===== config.mk =====
export PLATFORM = sky130hd
export DESIGN_NAME = uart_top
export DESIGN_NICKNAME = d
export VERILOG_FILES = /design/src/hdl/uart_pkg.sv /design/src/hdl/baud_gen.sv /design/src/hdl/fifo.sv /design/src/hdl/uart_rx.sv /design/src/hdl/uart_top.sv /design/src/hdl/uart_tx.sv
export SDC_FILE = /design/constraint.sdc
export NUM_CORES = 1
export LEC_CHECK = 0
export ABC_AREA = 1
export BUFFER_PORTS_ARGS = -buffer_cell sky130_fd_sc_hd__buf_4
export CORE_UTILIZATION = 40
export DETAILED_ROUTE_END_ITERATION = 7
export PLACE_DENSITY_LB_ADDON = 0.2
export SYNTH_ARGS = -nofsm -noshare
export SYNTH_HDL_FRONTEND = slang
export SYNTH_HIERARCHICAL = 1
export SYNTH_SLANG_ARGS = --single-unit

===== constraint.sdc =====
create_clock -name i_clk -period 3 [get_ports i_clk]
set_input_delay 0.6 -clock i_clk [delete_from_list [all_inputs] [get_ports i_clk]]
set_output_delay 0.6 -clock i_clk [all_outputs]
set_load 0.02 [all_outputs]

===== src/hdl/uart_pkg.sv =====
package uart_pkg;

    // Frame format, 8N1
    localparam int DATA_BITS = 8;                   // Data bits per frame
    localparam int SB_TICKS = 16;                   // Oversampling ticks per bit, stop bit too
    localparam int MID_TICK = SB_TICKS / 2 - 1;     // Tick count at start-bit centre
    localparam int TICK_BITS = $clog2(SB_TICKS);    // Tick counter width
    localparam int CNT_BITS = $clog2(DATA_BITS);    // Bit counter width

    // Buffering
    localparam int FIFO_ADDR_BITS = 4;              // 16 entries per FIFO

    // Bit rate
    localparam int DVSR_BITS = 11;                  // Baud divisor width

    // One byte of payload
    typedef logic [DATA_BITS-1:0] data_t;

    // Shared by both serial FSMs
    typedef enum logic [1:0]
    {
        ST_IDLE,
        ST_START,
        ST_DATA,
        ST_STOP
    } uart_state_t;

endpackage


===== src/hdl/baud_gen.sv =====
`timescale 1ns/1ns

module baud_gen
    (
        input  logic                            i_clk,
        input  logic                            i_reset,
        input  logic [uart_pkg::DVSR_BITS-1:0]  i_dvsr,     // Period minus one
        output logic                            o_tick      // Oversampling tick
    );

    import uart_pkg::*;

    logic [DVSR_BITS-1:0] cnt_reg;                  // Cycles left to next tick
    logic [DVSR_BITS-1:0] cnt_next;

    always_ff @(posedge i_clk, posedge i_reset)
    begin
        if (i_reset)
            cnt_reg <= '0;
        else
            cnt_reg <= cnt_next;
    end

    // Down count, divisor only sampled on wrap
    // so a new value starts with the next period
    always_comb
    begin
        if (cnt_reg == '0)
            cnt_next = i_dvsr;                      // Reload
        else
            cnt_next = cnt_reg - 1'b1;
    end

    // One cycle in every i_dvsr+1
    assign o_tick = (cnt_reg == '0);

endmodule


===== src/hdl/fifo.sv =====
`timescale 1ns/1ns

module fifo
    #(
        parameter int B = 8,                        // Word width
        parameter int W = 4                         // Address bits, 2**W entries
    )
    (
        input  logic          i_clk,
        input  logic          i_reset,
        input  logic          i_rd,                 // Pop head
        input  logic          i_wr,                 // Push word
        input  logic [B-1:0]  i_w_data,
        output logic          o_empty,
        output logic          o_full,
        output logic [B-1:0]  o_r_data              // Head word, no register stage
    );

    logic [B-1:0] array_reg [0:2**W-1];             // Storage, circular queue
    logic [W-1:0] w_ptr_reg, w_ptr_next, w_ptr_succ;
    logic [W-1:0] r_ptr_reg, r_ptr_next, r_ptr_succ;
    logic         full_reg, full_next;
    logic         empty_reg, empty_next;
    logic         wr_ok;                            // Accepted write
    logic         rd_ok;                            // Accepted read

    // Strobes only count when status allows
    assign wr_ok = i_wr & ~full_reg;
    assign rd_ok = i_rd & ~empty_reg;

    // Storage write, no reset on payload
    always_ff @(posedge i_clk)
    begin
        if (wr_ok)
            array_reg[w_ptr_reg] <= i_w_data;
    end

    assign o_r_data = array_reg[r_ptr_reg];         // Head shown combinationally

    // Pointers and status flops
    always_ff @(posedge i_clk, posedge i_reset)
    begin
        if (i_reset)
        begin
            w_ptr_reg <= '0;
            r_ptr_reg <= '0;
            full_reg  <= 1'b0;
            empty_reg <= 1'b1;                      // Starts empty
        end
        else
        begin
            w_ptr_reg <= w_ptr_next;
            r_ptr_reg <= r_ptr_next;
            full_reg  <= full_next;
            empty_reg <= empty_next;
        end
    end

    always_comb
    begin
        w_ptr_succ = w_ptr_reg + 1'b1;              // Wraps at 2**W
        r_ptr_succ = r_ptr_reg + 1'b1;
        w_ptr_next = w_ptr_reg;                     // Hold by default
        r_ptr_next = r_ptr_reg;
        full_next  = full_reg;
        empty_next = empty_reg;

        // Gated pair, so empty FIFO never moves read pointer
        case ({wr_ok, rd_ok})
            2'b01:                                  // Read only
            begin
                r_ptr_next = r_ptr_succ;
                full_next  = 1'b0;
                if (r_ptr_succ == w_ptr_reg)
                    empty_next = 1'b1;              // Last entry gone
            end
            2'b10:                                  // Write only
            begin
                w_ptr_next = w_ptr_succ;
                empty_next = 1'b0;
                if (w_ptr_succ == r_ptr_reg)
                    full_next = 1'b1;               // Caught up with tail
            end
            2'b11:                                  // Both, occupancy unchanged
            begin
                w_ptr_next = w_ptr_succ;
                r_ptr_next = r_ptr_succ;
            end
            default:
            begin
                // Nothing accepted, hold
            end
        endcase
    end

    assign o_full  = full_reg;
    assign o_empty = empty_reg;

endmodule


===== src/hdl/uart_rx.sv =====
`timescale 1ns/1ns

module uart_rx
    (
        input  logic            i_clk,
        input  logic            i_reset,
        input  logic            i_rx,               // Serial line, idles high
        input  logic            i_s_tick,           // 16x oversampling tick
        output logic            o_rx_done_tick,     // One cycle per received byte
        output uart_pkg::data_t o_dout
    );

    import uart_pkg::*;

    uart_state_t          state_reg, state_next;
    logic [TICK_BITS-1:0] s_reg, s_next;            // Ticks within a bit
    logic [CNT_BITS-1:0]  n_reg, n_next;            // Data bits received
    data_t                b_reg, b_next;            // Shift register, LSB first
    logic [1:0]           rx_sync;                  // Line synchronizer
    logic                 rx_s;                     // Synchronized line

    // Two flops on the asynchronous line, idle level out of reset
    always_ff @(posedge i_clk, posedge i_reset)
    begin
        if (i_reset)
            rx_sync <= 2'b11;
        else
            rx_sync <= {rx_sync[0], i_rx};
    end

    assign rx_s = rx_sync[1];

    // FSM state and counters
    always_ff @(posedge i_clk, posedge i_reset)
    begin
        if (i_reset)
        begin
            state_reg <= ST_IDLE;
            s_reg     <= '0;
            n_reg     <= '0;
        end
        else
        begin
            state_reg <= state_next;
            s_reg     <= s_next;
            n_reg     <= n_next;
        end
    end

    // Payload
    always_ff @(posedge i_clk)
    begin
        b_reg <= b_next;
    end

    always_comb
    begin
        state_next     = state_reg;
        s_next         = s_reg;
        n_next         = n_reg;
        b_next         = b_reg;
        o_rx_done_tick = 1'b0;

        case (state_reg)
            ST_IDLE:
            begin
                if (~rx_s)                          // Falling edge, maybe a start bit
                begin
                    state_next = ST_START;
                    s_next     = '0;
                end
            end
            ST_START:
            begin
                if (i_s_tick)
                begin
                    if (s_reg == TICK_BITS'(MID_TICK))
                    begin
                        if (~rx_s)                  // Still low at centre
                        begin
                            state_next = ST_DATA;
                            s_next     = '0;
                            n_next     = '0;
                        end
                        else
                            state_next = ST_IDLE;   // Glitch, drop it
                    end
                    else
                        s_next = s_reg + 1'b1;
                end
            end
            ST_DATA:
            begin
                if (i_s_tick)
                begin
                    if (s_reg == TICK_BITS'(SB_TICKS - 1))   // Next bit centre
                    begin
                        s_next = '0;
                        b_next = {rx_s, b_reg[DATA_BITS-1:1]};
                        if (n_reg == CNT_BITS'(DATA_BITS - 1))
                            state_next = ST_STOP;
                        else
                            n_next = n_reg + 1'b1;
                    end
                    else
                        s_next = s_reg + 1'b1;
                end
            end
            ST_STOP:
            begin
                if (i_s_tick)
                begin
                    if (s_reg == TICK_BITS'(SB_TICKS - 1))
                    begin
                        state_next     = ST_IDLE;
                        o_rx_done_tick = 1'b1;      // Byte complete
                    end
                    else
                        s_next = s_reg + 1'b1;
                end
            end
            default:
                state_next = ST_IDLE;
        endcase
    end

    assign o_dout = b_reg;

endmodule


===== src/hdl/uart_top.sv =====
`timescale 1ns/1ns

module uart_top
    (
        input  logic                            i_clk,
        input  logic                            i_reset,
        // Bit rate
        input  logic [uart_pkg::DVSR_BITS-1:0]  i_dvsr,
        // Serial lines
        input  logic                            i_rx,
        output logic                            o_tx,
        // Host transmit side
        input  logic                            i_wr_uart,
        input  uart_pkg::data_t                 i_w_data,
        output logic                            o_tx_full,
        // Host receive side
        input  logic                            i_rd_uart,
        output uart_pkg::data_t                 o_r_data,
        output logic                            o_rx_empty
    );

    import uart_pkg::*;

    logic  s_tick;                                  // Shared oversampling tick
    logic  rx_done_tick;                            // Receive FIFO write strobe
    data_t rx_dout;                                 // Received byte
    logic  tx_fifo_empty;
    data_t tx_fifo_out;                             // Head of transmit FIFO
    logic  tx_start;
    logic  tx_done_tick;                            // Transmit FIFO read strobe

    // Bit rate
    baud_gen baud_gen_unit
    (
        .i_clk   (i_clk),
        .i_reset (i_reset),
        .i_dvsr  (i_dvsr),
        .o_tick  (s_tick)
    );

    // Receive path, line to FIFO to host
    uart_rx uart_rx_unit
    (
        .i_clk          (i_clk),
        .i_reset        (i_reset),
        .i_rx           (i_rx),
        .i_s_tick       (s_tick),
        .o_rx_done_tick (rx_done_tick),
        .o_dout         (rx_dout)
    );

    fifo
    #(
        .B ($bits(data_t)),
        .W (FIFO_ADDR_BITS)
    )
    fifo_rx_unit
    (
        .i_clk    (i_clk),
        .i_reset  (i_reset),
        .i_rd     (i_rd_uart),
        .i_wr     (rx_done_tick),                   // Dropped when full
        .i_w_data (rx_dout),
        .o_empty  (o_rx_empty),
        .o_full   (),
        .o_r_data (o_r_data)
    );

    // Transmit path, host to FIFO to line
    fifo
    #(
        .B ($bits(data_t)),
        .W (FIFO_ADDR_BITS)
    )
    fifo_tx_unit
    (
        .i_clk    (i_clk),
        .i_reset  (i_reset),
        .i_rd     (tx_done_tick),                   // Byte leaves after its frame
        .i_wr     (i_wr_uart),
        .i_w_data (i_w_data),
        .o_empty  (tx_fifo_empty),
        .o_full   (o_tx_full),
        .o_r_data (tx_fifo_out)
    );

    assign tx_start = ~tx_fifo_empty;               // Send while anything queued

    uart_tx uart_tx_unit
    (
        .i_clk          (i_clk),
        .i_reset        (i_reset),
        .i_tx_start     (tx_start),
        .i_s_tick       (s_tick),
        .i_din          (tx_fifo_out),
        .o_tx_done_tick (tx_done_tick),
        .o_tx           (o_tx)
    );

endmodule


===== src/hdl/uart_tx.sv =====
`timescale 1ns/1ns

module uart_tx
    (
        input  logic            i_clk,
        input  logic            i_reset,
        input  logic            i_tx_start,         // Byte waiting at i_din
        input  logic            i_s_tick,           // 16x oversampling tick
        input  uart_pkg::data_t i_din,
        output logic            o_tx_done_tick,     // End of stop bit
        output logic            o_tx                // Serial line
    );

    import uart_pkg::*;

    uart_state_t          state_reg, state_next;
    logic [TICK_BITS-1:0] s_reg, s_next;            // Ticks within a bit
    logic [CNT_BITS-1:0]  n_reg, n_next;            // Data bits sent
    data_t                b_reg, b_next;            // Outgoing byte, shifts right
    logic                 tx_reg, tx_next;          // Registered line level

    // Control, line held high out of reset
    always_ff @(posedge i_clk, posedge i_reset)
    begin
        if (i_reset)
        begin
            state_reg <= ST_IDLE;
            s_reg     <= '0;
            n_reg     <= '0;
            tx_reg    <= 1'b1;
        end
        else
        begin
            state_reg <= state_next;
            s_reg     <= s_next;
            n_reg     <= n_next;
            tx_reg    <= tx_next;
        end
    end

    always_ff @(posedge i_clk)
    begin
        b_reg <= b_next;
    end

    always_comb
    begin
        state_next     = state_reg;
        s_next         = s_reg;
        n_next         = n_reg;
        b_next         = b_reg;
        tx_next        = tx_reg;
        o_tx_done_tick = 1'b0;

        case (state_reg)
            ST_IDLE:
            begin
                tx_next = 1'b1;                     // Idle line
                if (i_tx_start)
                begin
                    state_next = ST_START;
                    s_next     = '0;
                    b_next     = i_din;             // Latch byte
                end
            end
            ST_START:
            begin
                tx_next = 1'b0;                     // Start bit
                if (i_s_tick)
                begin
                    if (s_reg == TICK_BITS'(SB_TICKS - 1))
                    begin
                        state_next = ST_DATA;
                        s_next     = '0;
                        n_next     = '0;
                    end
                    else
                        s_next = s_reg + 1'b1;
                end
            end
            ST_DATA:
            begin
                tx_next = b_reg[0];                 // LSB first
                if (i_s_tick)
                begin
                    if (s_reg == TICK_BITS'(SB_TICKS - 1))
                    begin
                        s_next = '0;
                        b_next = b_reg >> 1;
                        if (n_reg == CNT_BITS'(DATA_BITS - 1))
                            state_next = ST_STOP;
                        else
                            n_next = n_reg + 1'b1;
                    end
                    else
                        s_next = s_reg + 1'b1;
                end
            end
            ST_STOP:
            begin
                tx_next = 1'b1;                     // Stop bit
                if (i_s_tick)
                begin
                    if (s_reg == TICK_BITS'(SB_TICKS - 1))
                    begin
                        state_next     = ST_IDLE;
                        o_tx_done_tick = 1'b1;      // Pops the transmit FIFO
                    end
                    else
                        s_next = s_reg + 1'b1;
                end
            end
            default:
                state_next = ST_IDLE;
        endcase
    end

    assign o_tx = tx_reg;

endmodule


==> metrics.yaml <==
status: "finished clean"
antenna_found_initial: 0
cts_tree: "yes"
cts_setup_buffers: 0
syn_area_per_cell_um2: 10.31
finalMaxSlewViolations: 0
min_period_over_period_pct: 93.15
die_h_um: 192.1
worst_pin_slew_ns: 0.9023
nNetsFinal: 1506
worst-path-buf-inv: 3
fin_util_pct: 46.30
fin_crit_ns: 2.795
routed_via_density: 5.072
finalHoldViolCount: 0
post-route-drc-count: 0
cpLargestDelayFamily: "buffers and inverters"
dieArea_um2: 36890
synth_area_leaders: "edfxtp_1 (57%), nand2_1 (9.7%), dfrtp_1 (8.1%), nor2_1 (5.9%), nand3_1 (4.7%)"
drt-initial-drc-count: 778
slowest_delay_ns: 0.41
ys_types: 34
grt_overflow: 0
dp_cells: 1883
max_freq_mhz: 357.8
yosysMostFrequentCell: "nand2_1"
syn-num-nets: 1447
crit_arrival_ns: 2.19
post-place-ws_ns: 0.1616
synth.cell_area_um2: 14450
grt_usage_pct: 18.92
area_delta_synth_final_pct: 13.98
hold_buffers: 0
htree_levels: 2
n_fill_cell: 3346
hold_class: "in -> async"
core_um2: 35570
yosysTopAreaCell: "edfxtp_1"
antenna_cells: 0
wl_per_cell_um: 17.35
grt_pass1_wl_um: 53160
powerDensity_nw_per_um2: 566.3
grt_pass1_vias: 9676
power_w: 0.009326
cts_root_buf: "clkbuf_16"
final.setup.worst_slack_ns: 0.2054
synth_top_area_share_pct: 56.53
cts.clk_slew.worst_paths_ns: 0.06
num_vias: 9880
peakVddDrop_mv: 0.5815
ys.flop_type: "edfxtp_1"
die_w_um: 192.1
cts_buffer_depth: 3
stdcell_count: 1948
ys_ff_latch: 324
p_leak_nw: 6.338
synth_warnings: 6
cts.sinks: 324
dp_hpwl_um: 21510
layout-drive-gt1-share_pct: 12.64
cpMaxStageDelayCell: "dfrtp_2"
cp_max_fo: 52
io_buffers: 34
rsz0062_at_grt: "false"
cp-start-kind: "flip-flop"
path_cells: "inv_2 -> buf_12 -> nor2_1 -> nor2_1 -> o21ai_0 -> nand3_1 -> nand2_1 -> nand2_1 -> buf_4"
cts_buffers: 36
setup_violations: 0
routed_wl_um: 33800
relSlewSlack_pct: 39.85
synthTopCellsByCount: "nand2_1 (375), edfxtp_1 (272), nor2_1 (226)"
io_pins: 35
drt_pass1_iterations: 5
path_class: "reg -> out"
num_rows: 69
initial_core_util_pct: 40.62
synth_edf_count: 272
finClkSkew_ns: 0.02580
detail-route-antenna-nets: 0
cap_violations: 0
crit_required_ns: 2.40
synth_cells: 1401
clock_latency_ns: 0.53
finalSetupTns_ns: 0
grt_max_degree: 69
gp_congestion: 0.8168
ys_seq_area_share_pct: 65.58
end_kind: "output port"
ys_async_sr_fraction_pct: 16.05
[kinds of logic after synthesis]
kind of cell / synth area share [%]
and+or+nand+nor: 22.97
DFF: 65.58
AOI/OAI and AO/OA: 4.667
buffers and inverters: 4.157
adders and majority gates: 1.905
xor gates and xnor gates: 0.7274
[metrics by stage]
| step | hold slack [ns] | area [um2] |
|---|---|---|
| finish | 0.1229 | 16470 |
| global route | 0.1387 | 16470 |
| CTS | 0.1234 | 16460 |
| detailed placement | 0.3472 | 15300 |
| global placement | 0.3484 | 15300 |
| floorplan | 0.3452 | 14450 |
[placed cells by master, fill, tap and decap left out, types with 3 or more instances in the layout]
master / netlist / final
xor2_1: 7 / 7
o21ai_0: 50 / 50
xnor2_1: 5 / 5
o21ai_1: 36 / 36
dfrtp_1: 47 / 45
nand2_1: 375 / 375
buf_4: 10 / 73
a21oi_1: 37 / 37
nand2_2: 14 / 14
inv_1: 60 / 60
ha_1: 22 / 22
nor2_1: 226 / 225
clkinv_1: 0 / 5
clkbuf_16: 0 / 37
nor3_1: 4 / 4
nand3_2: 4 / 4
inv_2: 13 / 13
clkinv_2: 1 / 4
nand4_1: 5 / 5
clkbuf_1: 12 / 11
clkbuf_8: 0 / 3
o21ai_2: 5 / 5
nand3_1: 137 / 137
edfxtp_1: 272 / 272
nor2_4: 7 / 7
nor2_2: 6 / 7
dfstp_2: 5 / 5
[final timing paths]
| check | from | endpoint | slack (ns) | depth (start not counted) |
|---|---|---|---|---|
| setup / recovery | fifo_rx_unit/r_ptr_reg[0]$_DFFE_PP0P_ | o_r_data[6] | 0.21 | 9 |
| hold / removal | i_reset | fifo_rx_unit/w_ptr_reg[1]$_DFFE_PP0P_ | 0.12 | 2 |
| min in group i_clk | i_rx | uart_rx_unit/rx_sync[0]$_DFF_PP1_ | 0.20 | 1 |
| hold reg to reg | uart_rx_unit/rx_sync[0]$_DFF_PP1_ | uart_rx_unit/rx_sync[1]$_DFF_PP1_ | 0.35 | 0 |
| setup reg to reg | baud_gen_unit/cnt_reg[0]$_DFF_PP0_ | fifo_rx_unit/array_reg[2][1]$_DFFE_PP_ | 0.36 | 13 |
| max in group asynchronous | i_reset | uart_rx_unit/rx_sync[1]$_DFF_PP1_ | 2.52 | 2 |
[layout make-up]
cell class / instances / area (um2) / area share [%]
flip-flops and latches: 324 / 9478 / 57.55
multi-input cells: 948 / 4375 / 26.57
clock buffers: 51 / 1008 / 6.124
repair buffers: 75 / 579.3 / 3.518
well taps: 461 / 576.8 / 3.503
inverters: 75 / 295.3 / 1.793
clock inverters: 14 / 155.1 / 0.9421
[layer usage]
| metal | GRT usage [%] | vias up | routed length (um) |
|---|---|---|---|
| li1 | - | 4823 | - |
| met3 | 2.613 | 51 | 1539 |
| met2 | 31.39 | 213 | 16120 |
| met4 | 5.239 | 0 | 687 |
| met1 | 25.94 | 4793 | 15450 |
| met5 | 0 | - | 0 |
[power breakdown]
part	switching [W]	leakage, nW	total (W)	internal [W]
clock network	0.00175	0.557	0.00428	0.00253
logic	0.000121	2.70	0.000179	0.0000579
registers	0.00000826	3.08	0.00486	0.00485
[timing repair]
item | CTS | global route
gates resized for setup | 0 | 2
hold endpoints to repair | 0 | 0
setup endpoints to repair | 0 | 28
(Power assumes the default switching activity.)
